File: src/mips_pkg.sv
package mips_pkg;

    typedef logic [31:0] word_t;
    typedef logic [4:0]  reg_addr_t;

    typedef enum logic [2:0] {
        ALU_ADD,
        ALU_SUB,
        ALU_AND,
        ALU_OR,
        ALU_XOR,
        ALU_SLT,
        ALU_SLL,
        ALU_LUI
    } alu_op_e;

    typedef enum logic [1:0] {MEM_NONE, MEM_LOAD, MEM_STORE} mem_op_e;

    typedef enum logic [1:0] {MEM_IDLE, MEM_WAIT, MEM_DONE} mem_state_e;

    // Primary opcodes
    localparam logic [5:0] OP_SPECIAL = 6'h00;
    localparam logic [5:0] OP_J       = 6'h02;
    localparam logic [5:0] OP_BEQ     = 6'h04;
    localparam logic [5:0] OP_BNE     = 6'h05;
    localparam logic [5:0] OP_ADDIU   = 6'h09;
    localparam logic [5:0] OP_ANDI    = 6'h0c;
    localparam logic [5:0] OP_ORI     = 6'h0d;
    localparam logic [5:0] OP_LUI     = 6'h0f;
    localparam logic [5:0] OP_LW      = 6'h23;
    localparam logic [5:0] OP_SW      = 6'h2b;

    // SPECIAL funct field
    localparam logic [5:0] FN_SLL  = 6'h00;
    localparam logic [5:0] FN_ADDU = 6'h21;
    localparam logic [5:0] FN_SUBU = 6'h23;
    localparam logic [5:0] FN_AND  = 6'h24;
    localparam logic [5:0] FN_OR   = 6'h25;
    localparam logic [5:0] FN_XOR  = 6'h26;
    localparam logic [5:0] FN_SLT  = 6'h2a;

    localparam logic [3:0] WEN_WORD = 4'hf;

endpackage

File: src/decode_stage.sv
`timescale 1ns/10ps

module decode_stage (
    input  logic                clk,
    input  logic                reset,
    input  logic                stall,
    input  logic                bubble,
    input  mips_pkg::word_t     if_id_pc,
    input  mips_pkg::word_t     if_id_instr,
    output mips_pkg::reg_addr_t rf_raddr_a,
    output mips_pkg::reg_addr_t rf_raddr_b,
    input  mips_pkg::word_t     rf_rdata_a,
    input  mips_pkg::word_t     rf_rdata_b,
    input  logic                ex_wen,
    input  mips_pkg::reg_addr_t ex_dest,
    input  mips_pkg::word_t     ex_result,
    input  logic                mem_wen,
    input  mips_pkg::reg_addr_t mem_dest,
    input  mips_pkg::word_t     mem_result,
    output logic                branch_taken,
    output mips_pkg::word_t     branch_target,
    output mips_pkg::reg_addr_t id_rs,
    output mips_pkg::reg_addr_t id_rt,
    output mips_pkg::alu_op_e   id_ex_alu_op,
    output mips_pkg::word_t     id_ex_src_a,
    output mips_pkg::word_t     id_ex_src_b,
    output mips_pkg::word_t     id_ex_store_data,
    output mips_pkg::mem_op_e   id_ex_mem_op,
    output mips_pkg::reg_addr_t id_ex_dest,
    output logic                id_ex_wen
);
    import mips_pkg::*;

    logic [5:0] opcode;
    logic [5:0] funct;
    logic [15:0] imm;
    word_t      rs_value;
    word_t      rt_value;
    word_t      imm_ext;
    word_t      pc_plus4;
    alu_op_e    alu_op;
    mem_op_e    mem_op;
    reg_addr_t  dest;
    logic       wen;
    logic       use_imm;
    logic       zero_ext;
    logic       use_shamt;

    assign opcode     = if_id_instr[31:26];
    assign funct      = if_id_instr[5:0];
    assign imm        = if_id_instr[15:0];
    assign id_rs      = if_id_instr[25:21];
    assign id_rt      = if_id_instr[20:16];
    assign rf_raddr_a = id_rs;
    assign rf_raddr_b = id_rt;

    forwarding_unit forward_rs (
        .reg_addr (id_rs),
        .reg_data (rf_rdata_a),
        .ex_wen   (ex_wen),
        .ex_dest  (ex_dest),
        .ex_data  (ex_result),
        .mem_wen  (mem_wen),
        .mem_dest (mem_dest),
        .mem_data (mem_result),
        .result   (rs_value)
    );

    forwarding_unit forward_rt (
        .reg_addr (id_rt),
        .reg_data (rf_rdata_b),
        .ex_wen   (ex_wen),
        .ex_dest  (ex_dest),
        .ex_data  (ex_result),
        .mem_wen  (mem_wen),
        .mem_dest (mem_dest),
        .mem_data (mem_result),
        .result   (rt_value)
    );

    always_comb begin
        alu_op    = ALU_ADD;
        mem_op    = MEM_NONE;
        dest      = id_rt;
        wen       = 1'b0;
        use_imm   = 1'b1;
        zero_ext  = 1'b0;
        use_shamt = 1'b0;
        case (opcode)
            OP_SPECIAL: begin
                use_imm = 1'b0;
                dest    = if_id_instr[15:11];
                wen     = 1'b1;
                case (funct)
                    FN_ADDU: alu_op = ALU_ADD;
                    FN_SUBU: alu_op = ALU_SUB;
                    FN_AND:  alu_op = ALU_AND;
                    FN_OR:   alu_op = ALU_OR;
                    FN_XOR:  alu_op = ALU_XOR;
                    FN_SLT:  alu_op = ALU_SLT;
                    FN_SLL: begin
                        alu_op    = ALU_SLL;
                        use_shamt = 1'b1;
                    end
                    default: wen = 1'b0;
                endcase
            end
            OP_ADDIU: wen = 1'b1;
            OP_ANDI: begin
                alu_op   = ALU_AND;
                zero_ext = 1'b1;
                wen      = 1'b1;
            end
            OP_ORI: begin
                alu_op   = ALU_OR;
                zero_ext = 1'b1;
                wen      = 1'b1;
            end
            OP_LUI: begin
                alu_op = ALU_LUI;
                wen    = 1'b1;
            end
            OP_LW: begin
                mem_op = MEM_LOAD;
                wen    = 1'b1;
            end
            OP_SW: mem_op = MEM_STORE;
            default: ;
        endcase
    end

    assign imm_ext  = zero_ext ? {16'b0, imm} : {{16{imm[15]}}, imm};
    assign pc_plus4 = if_id_pc + 32'd4;

    // Resolved here, the delay slot is already in fetch
    assign branch_taken = (opcode == OP_BEQ && rs_value == rt_value)
                       || (opcode == OP_BNE && rs_value != rt_value)
                       || opcode == OP_J;
    assign branch_target = (opcode == OP_J) ? {pc_plus4[31:28], if_id_instr[25:0], 2'b00}
                                            : pc_plus4 + {imm_ext[29:0], 2'b00};

    always_ff @(posedge clk) begin
        if (reset || (bubble && !stall)) begin
            id_ex_alu_op <= ALU_ADD;
            id_ex_mem_op <= MEM_NONE;
            id_ex_dest   <= '0;
            id_ex_wen    <= 1'b0;
        end else if (!stall) begin
            id_ex_alu_op <= alu_op;
            id_ex_mem_op <= mem_op;
            id_ex_dest   <= dest;
            id_ex_wen    <= wen && dest != '0;
        end
    end

    always_ff @(posedge clk) begin
        if (!stall) begin
            id_ex_src_a      <= use_shamt ? {27'b0, if_id_instr[10:6]} : rs_value;
            id_ex_src_b      <= use_imm ? imm_ext : rt_value;
            id_ex_store_data <= rt_value;
        end
    end

endmodule

File: src/execute_stage.sv
`timescale 1ns/10ps

module execute_stage (
    input  logic                clk,
    input  logic                reset,
    input  logic                stall,
    input  mips_pkg::alu_op_e   id_ex_alu_op,
    input  mips_pkg::word_t     id_ex_src_a,
    input  mips_pkg::word_t     id_ex_src_b,
    input  mips_pkg::word_t     id_ex_store_data,
    input  mips_pkg::mem_op_e   id_ex_mem_op,
    input  mips_pkg::reg_addr_t id_ex_dest,
    input  logic                id_ex_wen,
    output mips_pkg::word_t     ex_result,
    output mips_pkg::word_t     ex_mem_result,
    output mips_pkg::word_t     ex_mem_store_data,
    output mips_pkg::mem_op_e   ex_mem_mem_op,
    output mips_pkg::reg_addr_t ex_mem_dest,
    output logic                ex_mem_wen
);
    import mips_pkg::*;

    // ADD also forms load and store addresses
    always_comb begin
        case (id_ex_alu_op)
            ALU_ADD: ex_result = id_ex_src_a + id_ex_src_b;
            ALU_SUB: ex_result = id_ex_src_a - id_ex_src_b;
            ALU_AND: ex_result = id_ex_src_a & id_ex_src_b;
            ALU_OR:  ex_result = id_ex_src_a | id_ex_src_b;
            ALU_XOR: ex_result = id_ex_src_a ^ id_ex_src_b;
            ALU_SLT: ex_result = {31'b0, $signed(id_ex_src_a) < $signed(id_ex_src_b)};
            ALU_SLL: ex_result = id_ex_src_b << id_ex_src_a[4:0];
            ALU_LUI: ex_result = {id_ex_src_b[15:0], 16'b0};
            default: ex_result = id_ex_src_a + id_ex_src_b;
        endcase
    end

    always_ff @(posedge clk) begin
        if (reset) begin
            ex_mem_mem_op <= MEM_NONE;
            ex_mem_dest   <= '0;
            ex_mem_wen    <= 1'b0;
        end else if (!stall) begin
            ex_mem_mem_op <= id_ex_mem_op;
            ex_mem_dest   <= id_ex_dest;
            ex_mem_wen    <= id_ex_wen;
        end
    end

    always_ff @(posedge clk) begin
        if (!stall) begin
            ex_mem_result     <= ex_result;
            ex_mem_store_data <= id_ex_store_data;
        end
    end

endmodule

File: src/forwarding_unit.sv
`timescale 1ns/10ps

module forwarding_unit (
    input  mips_pkg::reg_addr_t reg_addr,
    input  mips_pkg::word_t     reg_data,
    input  logic                ex_wen,
    input  mips_pkg::reg_addr_t ex_dest,
    input  mips_pkg::word_t     ex_data,
    input  logic                mem_wen,
    input  mips_pkg::reg_addr_t mem_dest,
    input  mips_pkg::word_t     mem_data,
    output mips_pkg::word_t     result
);

    logic ex_hit;
    logic mem_hit;

    assign ex_hit  = ex_wen && ex_dest == reg_addr && reg_addr != '0;
    assign mem_hit = mem_wen && mem_dest == reg_addr && reg_addr != '0;

    // Youngest producer wins
    always_comb begin
        if (ex_hit) begin
            result = ex_data;
        end else if (mem_hit) begin
            result = mem_data;
        end else begin
            result = reg_data;
        end
    end

endmodule

File: src/hazard_ctrl.sv
`timescale 1ns/10ps

module hazard_ctrl (
    input  logic                fetch_wait,
    input  logic                mem_wait,
    input  mips_pkg::reg_addr_t id_rs,
    input  mips_pkg::reg_addr_t id_rt,
    input  mips_pkg::mem_op_e   id_ex_mem_op,
    input  mips_pkg::reg_addr_t id_ex_dest,
    output logic                stall,
    output logic                bubble
);
    import mips_pkg::*;

    logic load_in_ex;

    // Either channel waiting freezes the whole pipeline
    assign stall = fetch_wait | mem_wait;

    // Load data only exists from MEM on, so decode waits one cycle
    assign load_in_ex = id_ex_mem_op == MEM_LOAD && id_ex_dest != '0;
    assign bubble     = load_in_ex && (id_ex_dest == id_rs || id_ex_dest == id_rt);

endmodule

File: src/memory_stage.sv
`timescale 1ns/10ps

module memory_stage (
    input  logic                clk,
    input  logic                reset,
    input  logic                stall,
    input  mips_pkg::word_t     ex_mem_result,
    input  mips_pkg::word_t     ex_mem_store_data,
    input  mips_pkg::mem_op_e   ex_mem_mem_op,
    input  mips_pkg::reg_addr_t ex_mem_dest,
    input  logic                ex_mem_wen,
    output logic                data_en,
    output logic [3:0]          data_wen,
    output mips_pkg::word_t     data_addr,
    output mips_pkg::word_t     data_wdata,
    input  logic                data_ok,
    input  mips_pkg::word_t     data_rdata,
    output logic                mem_wait,
    output mips_pkg::word_t     mem_result,
    output logic                wb_wen,
    output mips_pkg::reg_addr_t wb_dest,
    output mips_pkg::word_t     wb_data
);
    import mips_pkg::*;

    mem_state_e state;
    word_t      load_data;

    // Once answered, no new request until EX/MEM moves on
    assign data_en    = ex_mem_mem_op != MEM_NONE && state != MEM_DONE;
    assign data_wen   = (ex_mem_mem_op == MEM_STORE) ? WEN_WORD : 4'b0;
    assign data_addr  = ex_mem_result;
    assign data_wdata = ex_mem_store_data;
    assign mem_wait   = data_en & ~data_ok;

    always_ff @(posedge clk) begin
        if (reset) begin
            state <= MEM_IDLE;
        end else begin
            case (state)
                MEM_IDLE, MEM_WAIT: begin
                    if (data_en && data_ok) begin
                        state <= stall ? MEM_DONE : MEM_IDLE;
                    end else if (data_en) begin
                        state <= MEM_WAIT;
                    end
                end
                MEM_DONE: if (!stall) state <= MEM_IDLE;
                default: state <= MEM_IDLE;
            endcase
        end
    end

    always_ff @(posedge clk) begin
        if (data_en && data_ok) begin
            load_data <= data_rdata;
        end
    end

    always_comb begin
        if (ex_mem_mem_op != MEM_LOAD) begin
            mem_result = ex_mem_result;
        end else if (state == MEM_DONE) begin
            mem_result = load_data;
        end else begin
            mem_result = data_rdata;
        end
    end

    always_ff @(posedge clk) begin
        if (reset) begin
            wb_wen <= 1'b0;
        end else if (!stall) begin
            wb_wen <= ex_mem_wen;
        end
    end

    always_ff @(posedge clk) begin
        if (!stall) begin
            wb_dest <= ex_mem_dest;
            wb_data <= mem_result;
        end
    end

endmodule

File: src/pc_fetch.sv
`timescale 1ns/10ps

module pc_fetch #(
    parameter mips_pkg::word_t reset_pc = '0
) (
    input  logic            clk,
    input  logic            reset,
    input  logic            stall,
    input  logic            bubble,
    input  logic            branch_taken,
    input  mips_pkg::word_t branch_target,
    output logic            inst_en,
    output mips_pkg::word_t inst_addr,
    input  logic            inst_ok,
    input  mips_pkg::word_t inst_data,
    output logic            fetch_wait,
    output mips_pkg::word_t if_id_pc,
    output mips_pkg::word_t if_id_instr
);
    import mips_pkg::*;

    logic  running;
    logic  buf_valid;
    logic  word_ready;
    logic  advance;
    word_t pc;
    word_t buf_data;

    // No request in the first cycle out of reset
    assign inst_en    = running & ~buf_valid;
    assign inst_addr  = pc;
    assign word_ready = buf_valid | (inst_en & inst_ok);
    assign fetch_wait = ~word_ready;
    assign advance    = ~stall & ~bubble;

    always_ff @(posedge clk) begin
        if (reset) begin
            running     <= 1'b0;
            buf_valid   <= 1'b0;
            pc          <= reset_pc;
            if_id_pc    <= reset_pc;
            if_id_instr <= '0;
        end else begin
            running <= 1'b1;
            if (advance) begin
                buf_valid   <= 1'b0;
                if_id_pc    <= pc;
                if_id_instr <= buf_valid ? buf_data : inst_data;
                pc          <= branch_taken ? branch_target : pc + 32'd4;
            end else if (inst_en && inst_ok) begin
                buf_valid <= 1'b1;
            end
        end
    end

    // Word that arrived while the pipeline was held
    always_ff @(posedge clk) begin
        if (inst_en && inst_ok && !advance) begin
            buf_data <= inst_data;
        end
    end

endmodule

File: src/register_file.sv
`timescale 1ns/10ps

module register_file (
    input  logic                clk,
    input  logic                reset,
    input  mips_pkg::reg_addr_t raddr_a,
    input  mips_pkg::reg_addr_t raddr_b,
    output mips_pkg::word_t     rdata_a,
    output mips_pkg::word_t     rdata_b,
    input  logic                wen,
    input  mips_pkg::reg_addr_t waddr,
    input  mips_pkg::word_t     wdata
);
    import mips_pkg::*;

    word_t regs [32];

    assign rdata_a = (raddr_a == '0) ? '0 : regs[raddr_a];
    assign rdata_b = (raddr_b == '0) ? '0 : regs[raddr_b];

    // Falling edge write, decode reads the writeback value in the same cycle
    always_ff @(negedge clk) begin
        if (reset) begin
            for (int i = 0; i < 32; i++) begin
                regs[i] <= '0;
            end
        end else if (wen && waddr != '0) begin
            regs[waddr] <= wdata;
        end
    end

endmodule

File: src/sirius_core.sv
`timescale 1ns/10ps

module sirius_core #(
    parameter mips_pkg::word_t reset_pc = '0
) (
    input  logic            clk,
    input  logic            reset,
    output logic            inst_en,
    output mips_pkg::word_t inst_addr,
    input  logic            inst_ok,
    input  mips_pkg::word_t inst_data,
    output logic            data_en,
    output logic [3:0]      data_wen,
    output mips_pkg::word_t data_addr,
    output mips_pkg::word_t data_wdata,
    input  logic            data_ok,
    input  mips_pkg::word_t data_rdata
);
    import mips_pkg::*;

    logic      stall;
    logic      bubble;
    logic      fetch_wait;
    logic      mem_wait;
    logic      branch_taken;
    word_t     branch_target;
    word_t     if_id_pc;
    word_t     if_id_instr;
    reg_addr_t rf_raddr_a;
    reg_addr_t rf_raddr_b;
    word_t     rf_rdata_a;
    word_t     rf_rdata_b;
    reg_addr_t id_rs;
    reg_addr_t id_rt;
    alu_op_e   id_ex_alu_op;
    word_t     id_ex_src_a;
    word_t     id_ex_src_b;
    word_t     id_ex_store_data;
    mem_op_e   id_ex_mem_op;
    reg_addr_t id_ex_dest;
    logic      id_ex_wen;
    word_t     ex_result;
    word_t     ex_mem_result;
    word_t     ex_mem_store_data;
    mem_op_e   ex_mem_mem_op;
    reg_addr_t ex_mem_dest;
    logic      ex_mem_wen;
    word_t     mem_result;
    logic      wb_wen;
    reg_addr_t wb_dest;
    word_t     wb_data;

    pc_fetch #(.reset_pc(reset_pc)) pc_fetch0 (.*);

    register_file register_file0 (
        .clk     (clk),
        .reset   (reset),
        .raddr_a (rf_raddr_a),
        .raddr_b (rf_raddr_b),
        .rdata_a (rf_rdata_a),
        .rdata_b (rf_rdata_b),
        .wen     (wb_wen),
        .waddr   (wb_dest),
        .wdata   (wb_data)
    );

    // EX forwarding from the ID/EX register, MEM forwarding from EX/MEM
    decode_stage decode_stage0 (
        .ex_wen   (id_ex_wen),
        .ex_dest  (id_ex_dest),
        .mem_wen  (ex_mem_wen),
        .mem_dest (ex_mem_dest),
        .*
    );

    hazard_ctrl hazard_ctrl0 (.*);

    execute_stage execute_stage0 (.*);

    memory_stage memory_stage0 (.*);

endmodule

File: config.mk
export PLATFORM = sky130hd
export DESIGN_NAME = sirius_core
export DESIGN_NICKNAME = d
export VERILOG_FILES = /design/src/mips_pkg.sv /design/src/decode_stage.sv /design/src/execute_stage.sv /design/src/forwarding_unit.sv /design/src/hazard_ctrl.sv /design/src/memory_stage.sv /design/src/pc_fetch.sv /design/src/register_file.sv /design/src/sirius_core.sv
export SDC_FILE = /design/constraint.sdc
export NUM_CORES = 2
export LEC_CHECK = 0
export BUFFER_PORTS_ARGS = -buffer_cell sky130_fd_sc_hd__buf_2
export CAP_MARGIN = 25
export CORE_MARGIN = 2
export CORE_UTILIZATION = 55
export CTS_CLUSTER_SIZE = 30
export DETAILED_ROUTE_END_ITERATION = 10
export PLACE_DENSITY_LB_ADDON = 0.25
export SYNTH_ARGS = -nofsm -noshare
export SYNTH_HDL_FRONTEND = slang
export SYNTH_SLANG_ARGS = --single-unit
File: constraint.sdc
create_clock -name clk -period 9.7 [get_ports clk]
set_input_delay 0.485 -clock clk [delete_from_list [all_inputs] [get_ports clk]]
set_output_delay 0.485 -clock clk [all_outputs]
set_load 0.02 [all_outputs]
==> results.sh <==
export IMPL_yosys_top_cells_area="edfxtp_1, mux4_2, and2_1"
export IMPL_outcome="finished, violations left"
export IMPL_first_global_vias=66200
export IMPL_critical_path_class="flip-flop to flip-flop"
export IMPL_setup_tns_final_ps=-18.7
export IMPL_postCtsSetupBuffers=0
export IMPL_finalHoldViolations=0
export IMPL_setup_violations=1
export IMPL_rsz0062_at_grt="yes"
export IMPL_rows=141
export IMPL_clock_sinks=1405
export IMPL_clock_latency_ps=840
export IMPL_slew_headroom_pct=20.6
export IMPL_clk_pin_slew_ps=60
export IMPL_worstSetupEndpointType="flip-flop"
export IMPL_overflow=0
export IMPL_synthFlopType="edfxtp_1"
export IMPL_cts_root_buf="clkbuf_16"
export IMPL_cts_tree="built"
export IMPL_worstPathRequired_ps=10370
export IMPL_io_pins=170
export IMPL_wirelength_um=316000
export IMPL_fp_coreArea_um2=148000
export IMPL_place_port_buffers=169
export IMPL_grt_max_degree=113
export IMPL_die_h_um=390
export IMPL_htree_levels=4
export IMPL_nFillCells=10900
export IMPL_place_hpwl_um=202000
export IMPL_drive_gt1_share_pct=18.3
export IMPL_final_net_count=7946
export IMPL_gp_congestion=1.03
export IMPL_die_w_um=390
export IMPL_setup_slack_ps=-18.7
export IMPL_wire_per_inst_um=32.1
export IMPL_synth_seq_cells=1405
export IMPL_num_vias=67000
export IMPL_violations="negative setup slack"
export IMPL_power_density_nw_per_um2=203
export IMPL_clk_path_buf_depth=3
export IMPL_drt_initial_drc_count=11000
export IMPL_path_cells="mux4_2, mux2_2, a221oi_2, nor3_1, a211oi_2, a21oi_1, xnor2_2, and4_1, o2111ai_2, buf_4, nor3_1, buf_4, nand3_1, xnor2_2, a2111oi_1, a2111oi_0"
export IMPL_slew_viol_final=0
export IMPL_grt_first_pass_wirelength_um=447000
export IMPL_area_growth_syn_to_layout_pct=16.7
export IMPL_ys_seq_area_share_pct=50.0
export IMPL_detail_route_antenna_nets=0
export IMPL_utilization_pct=64.7
export IMPL_synth_edf_count=1285
export IMPL_vdd_drop_max_mv=0.164
export IMPL_drc_errors=0
export IMPL_grt_use_total_pct=41.1
export IMPL_antenna_found_initial=26
export IMPL_arrival_ps=10390
export IMPL_yosysTopAreaCellShare_pct=47.1
export IMPL_die_area_um2=152000
export IMPL_cts_buffers=157
export IMPL_syn_area_um2=82000
export IMPL_first_pass_iters=6
export IMPL_pre_cts_ws_ps=-395
export IMPL_holdCritPathClass="input port to flip-flop"
export IMPL_startpoint_type="flip-flop"
export IMPL_max_stage_delay_ps=520
export IMPL_cp_slowest_cell="mux4_2"
export IMPL_p_leak_nw=38.5
export IMPL_synth_top_area_cell="edfxtp_1"
export IMPL_tightest_slew_ps=1190
export IMPL_synth_distinct_cells=111
export IMPL_path_max_fanout=2
export IMPL_synthArstFlopShare_pct=0
export IMPL_syn_inst=6627
export IMPL_start_util_pct=55.5
export IMPL_syn_area_per_cell_um2=12.4
export IMPL_cap_violations=0
export IMPL_viasPerCell=6.82
export IMPL_synth_warnings=0
export IMPL_fin_skew_ps=77.4
[Yosys cell counts, types with 31 or more instances]
cell type	count
edfxtp_1	1285
and3_1	39
xor2_1	31
buf_4	33
and2_1	1017
nand3_1	94
clkbuf_1	372
o22ai_1	44
o21ai_0	203
a211oi_1	105
nor2_1	323
nand2_1	474
inv_1	150
nor2b_1	48
mux2_2	64
a31oi_1	35
nor3_1	84
a21oi_1	290
dfxtp_1	120
a22oi_1	93
mux2i_1	229
o211ai_1	36
buf_1	44
buf_6	32
mux4_2	542
ha_1	127
xnor2_1	78
buf_2	90
[layout by cell type, fill, tap and decap left out, drive strengths merged, types with 27 or more instances in the layout]
master	n
nor3	86
or3	27
o21ai	217
xor2	31
o22ai	44
dlygate4sd3	65
dfxtp	120
mux2i	230
clkbuf	182
inv	1218
edfxtp	1285
and2	1017
clkinv	32
nor2	325
and3	39
conb	32
ha	127
buf	418
nand2	474
o211ai	36
nand3	94
a211oi	114
a21o	28
a221oi	32
nor2b	48
a22oi	93
mux4	542
a31oi	36
mux2	68
xnor2	78
a21oi	292
[report_power, final]
part	total (mW)	internal, mW	switching, mW
combinational	4.12	1.46	2.66
sequential	7.41	7.01	0.402
clock	7.90	4.08	3.82
total	19.4	12.5	6.88
[critical path: cells and delay by family (launching register included)]
| family | cells | cell delay (ps) |
|---|---|---|
| buf+inv | 2 | 400 |
| simple gates | 4 | 830 |
| xor+xnor | 2 | 620 |
| flops | 1 | 400 |
| mux | 2 | 820 |
| compound gates | 6 | 1650 |
[cells by family (layout without fill, tap and decap cells)]
family	Yosys count	after routing	synth area share (%)
other	1	52	0.00457
adders and majority gates	131	131	2.02
xor gates and xnor gates	109	109	1.16
buffers and inverters	733	1953	3.98
muxes	840	840	18.6
DFF	1405	1405	50.0
and+or+nand+nor	2256	2256	14.7
AOI/OAI and AO/OA	1152	1152	9.46
[routing by layer]
metal,up-vias,global-route usage (%),share of wire (%)
met3,1487,16.0,15
met5,-,0.0319,0.033
li1,27300,-,-
met1,32300,48.5,33
met4,14,29.0,8.1
met2,5868,61.7,45
[sequential cells by signal, summed over array words and instances (netlist names), 3 cells and up]
name and cells:
register_file0.regs 1024, decode_stage0.id_ex_src_b 32, memory_stage0.wb_data 32, pc_fetch0.if_id_instr 32, decode_stage0.id_ex_alu_op 3, pc_fetch0.buf_data 32, memory_stage0.wb_dest 5, decode_stage0.id_ex_store_data 32
execute_stage0.ex_mem_result 32, pc_fetch0.inst_addr 32, pc_fetch0.if_id_pc 32, execute_stage0.ex_mem_dest 5, execute_stage0.ex_mem_store_data 32, decode_stage0.id_ex_dest 5, memory_stage0.load_data 32, decode_stage0.id_ex_src_a 32
[timing repair]
| action | 4_1_cts | 5_1_grt |
|---|---|---|
| pin swaps | 1 | 3 |
| gates resized for setup | 7 | 9 |
| hold buffers | 65 | 0 |
| endpoints found under the setup margin | 32 | 31 |
| endpoints found under the hold margin | 69 | 0 |
[path summary, 6_finish.rpt]
| kind | start | endpoint | slack, ps | depth (start not counted) |
|---|---|---|---|---|
| hold reg to reg | decode_stage0.id_ex_store_data[21] | execute_stage0.ex_mem_store_data[21] | 420 | 0 |
| hold / removal | reset | pc_fetch0.if_id_pc[24] | 60 | 2 |
| setup / recovery | register_file0.regs[29][7] | pc_fetch0.inst_addr[31] | -20 | 16 |
| setup reg to reg | register_file0.regs[29][7] | pc_fetch0.inst_addr[31] | -20 | 16 |
[cell type report]
type / count / area (µm²) / share of cell area, %
Sequential cell: 1405 / 41000 / 42.9
Multi-Input combinational cell: 4520 / 38600 / 40.4
Clock inverter: 1131 / 4870 / 5.09
Clock buffer: 182 / 4200 / 4.39
Timing Repair Buffer: 483 / 3870 / 4.05
Tap cell: 1930 / 2410 / 2.52
Inverter: 157 / 598 / 0.625
Antenna cell: 20 / 50.0 / 0.0523
[per-stage QoR]
stage	cells	hold WS (ps)	area (µm²)	total power, mW
detailed placement	8424	405	85700	12.0
global placement	8408	402	85400	11.9
floorplan	6658	400	82100	10.4
finish	9828	62.5	95700	19.4
global route	9808	72.5	95600	20.1
CTS	9801	44.1	95400	19.2
Power figures use the tool's default switching activity.
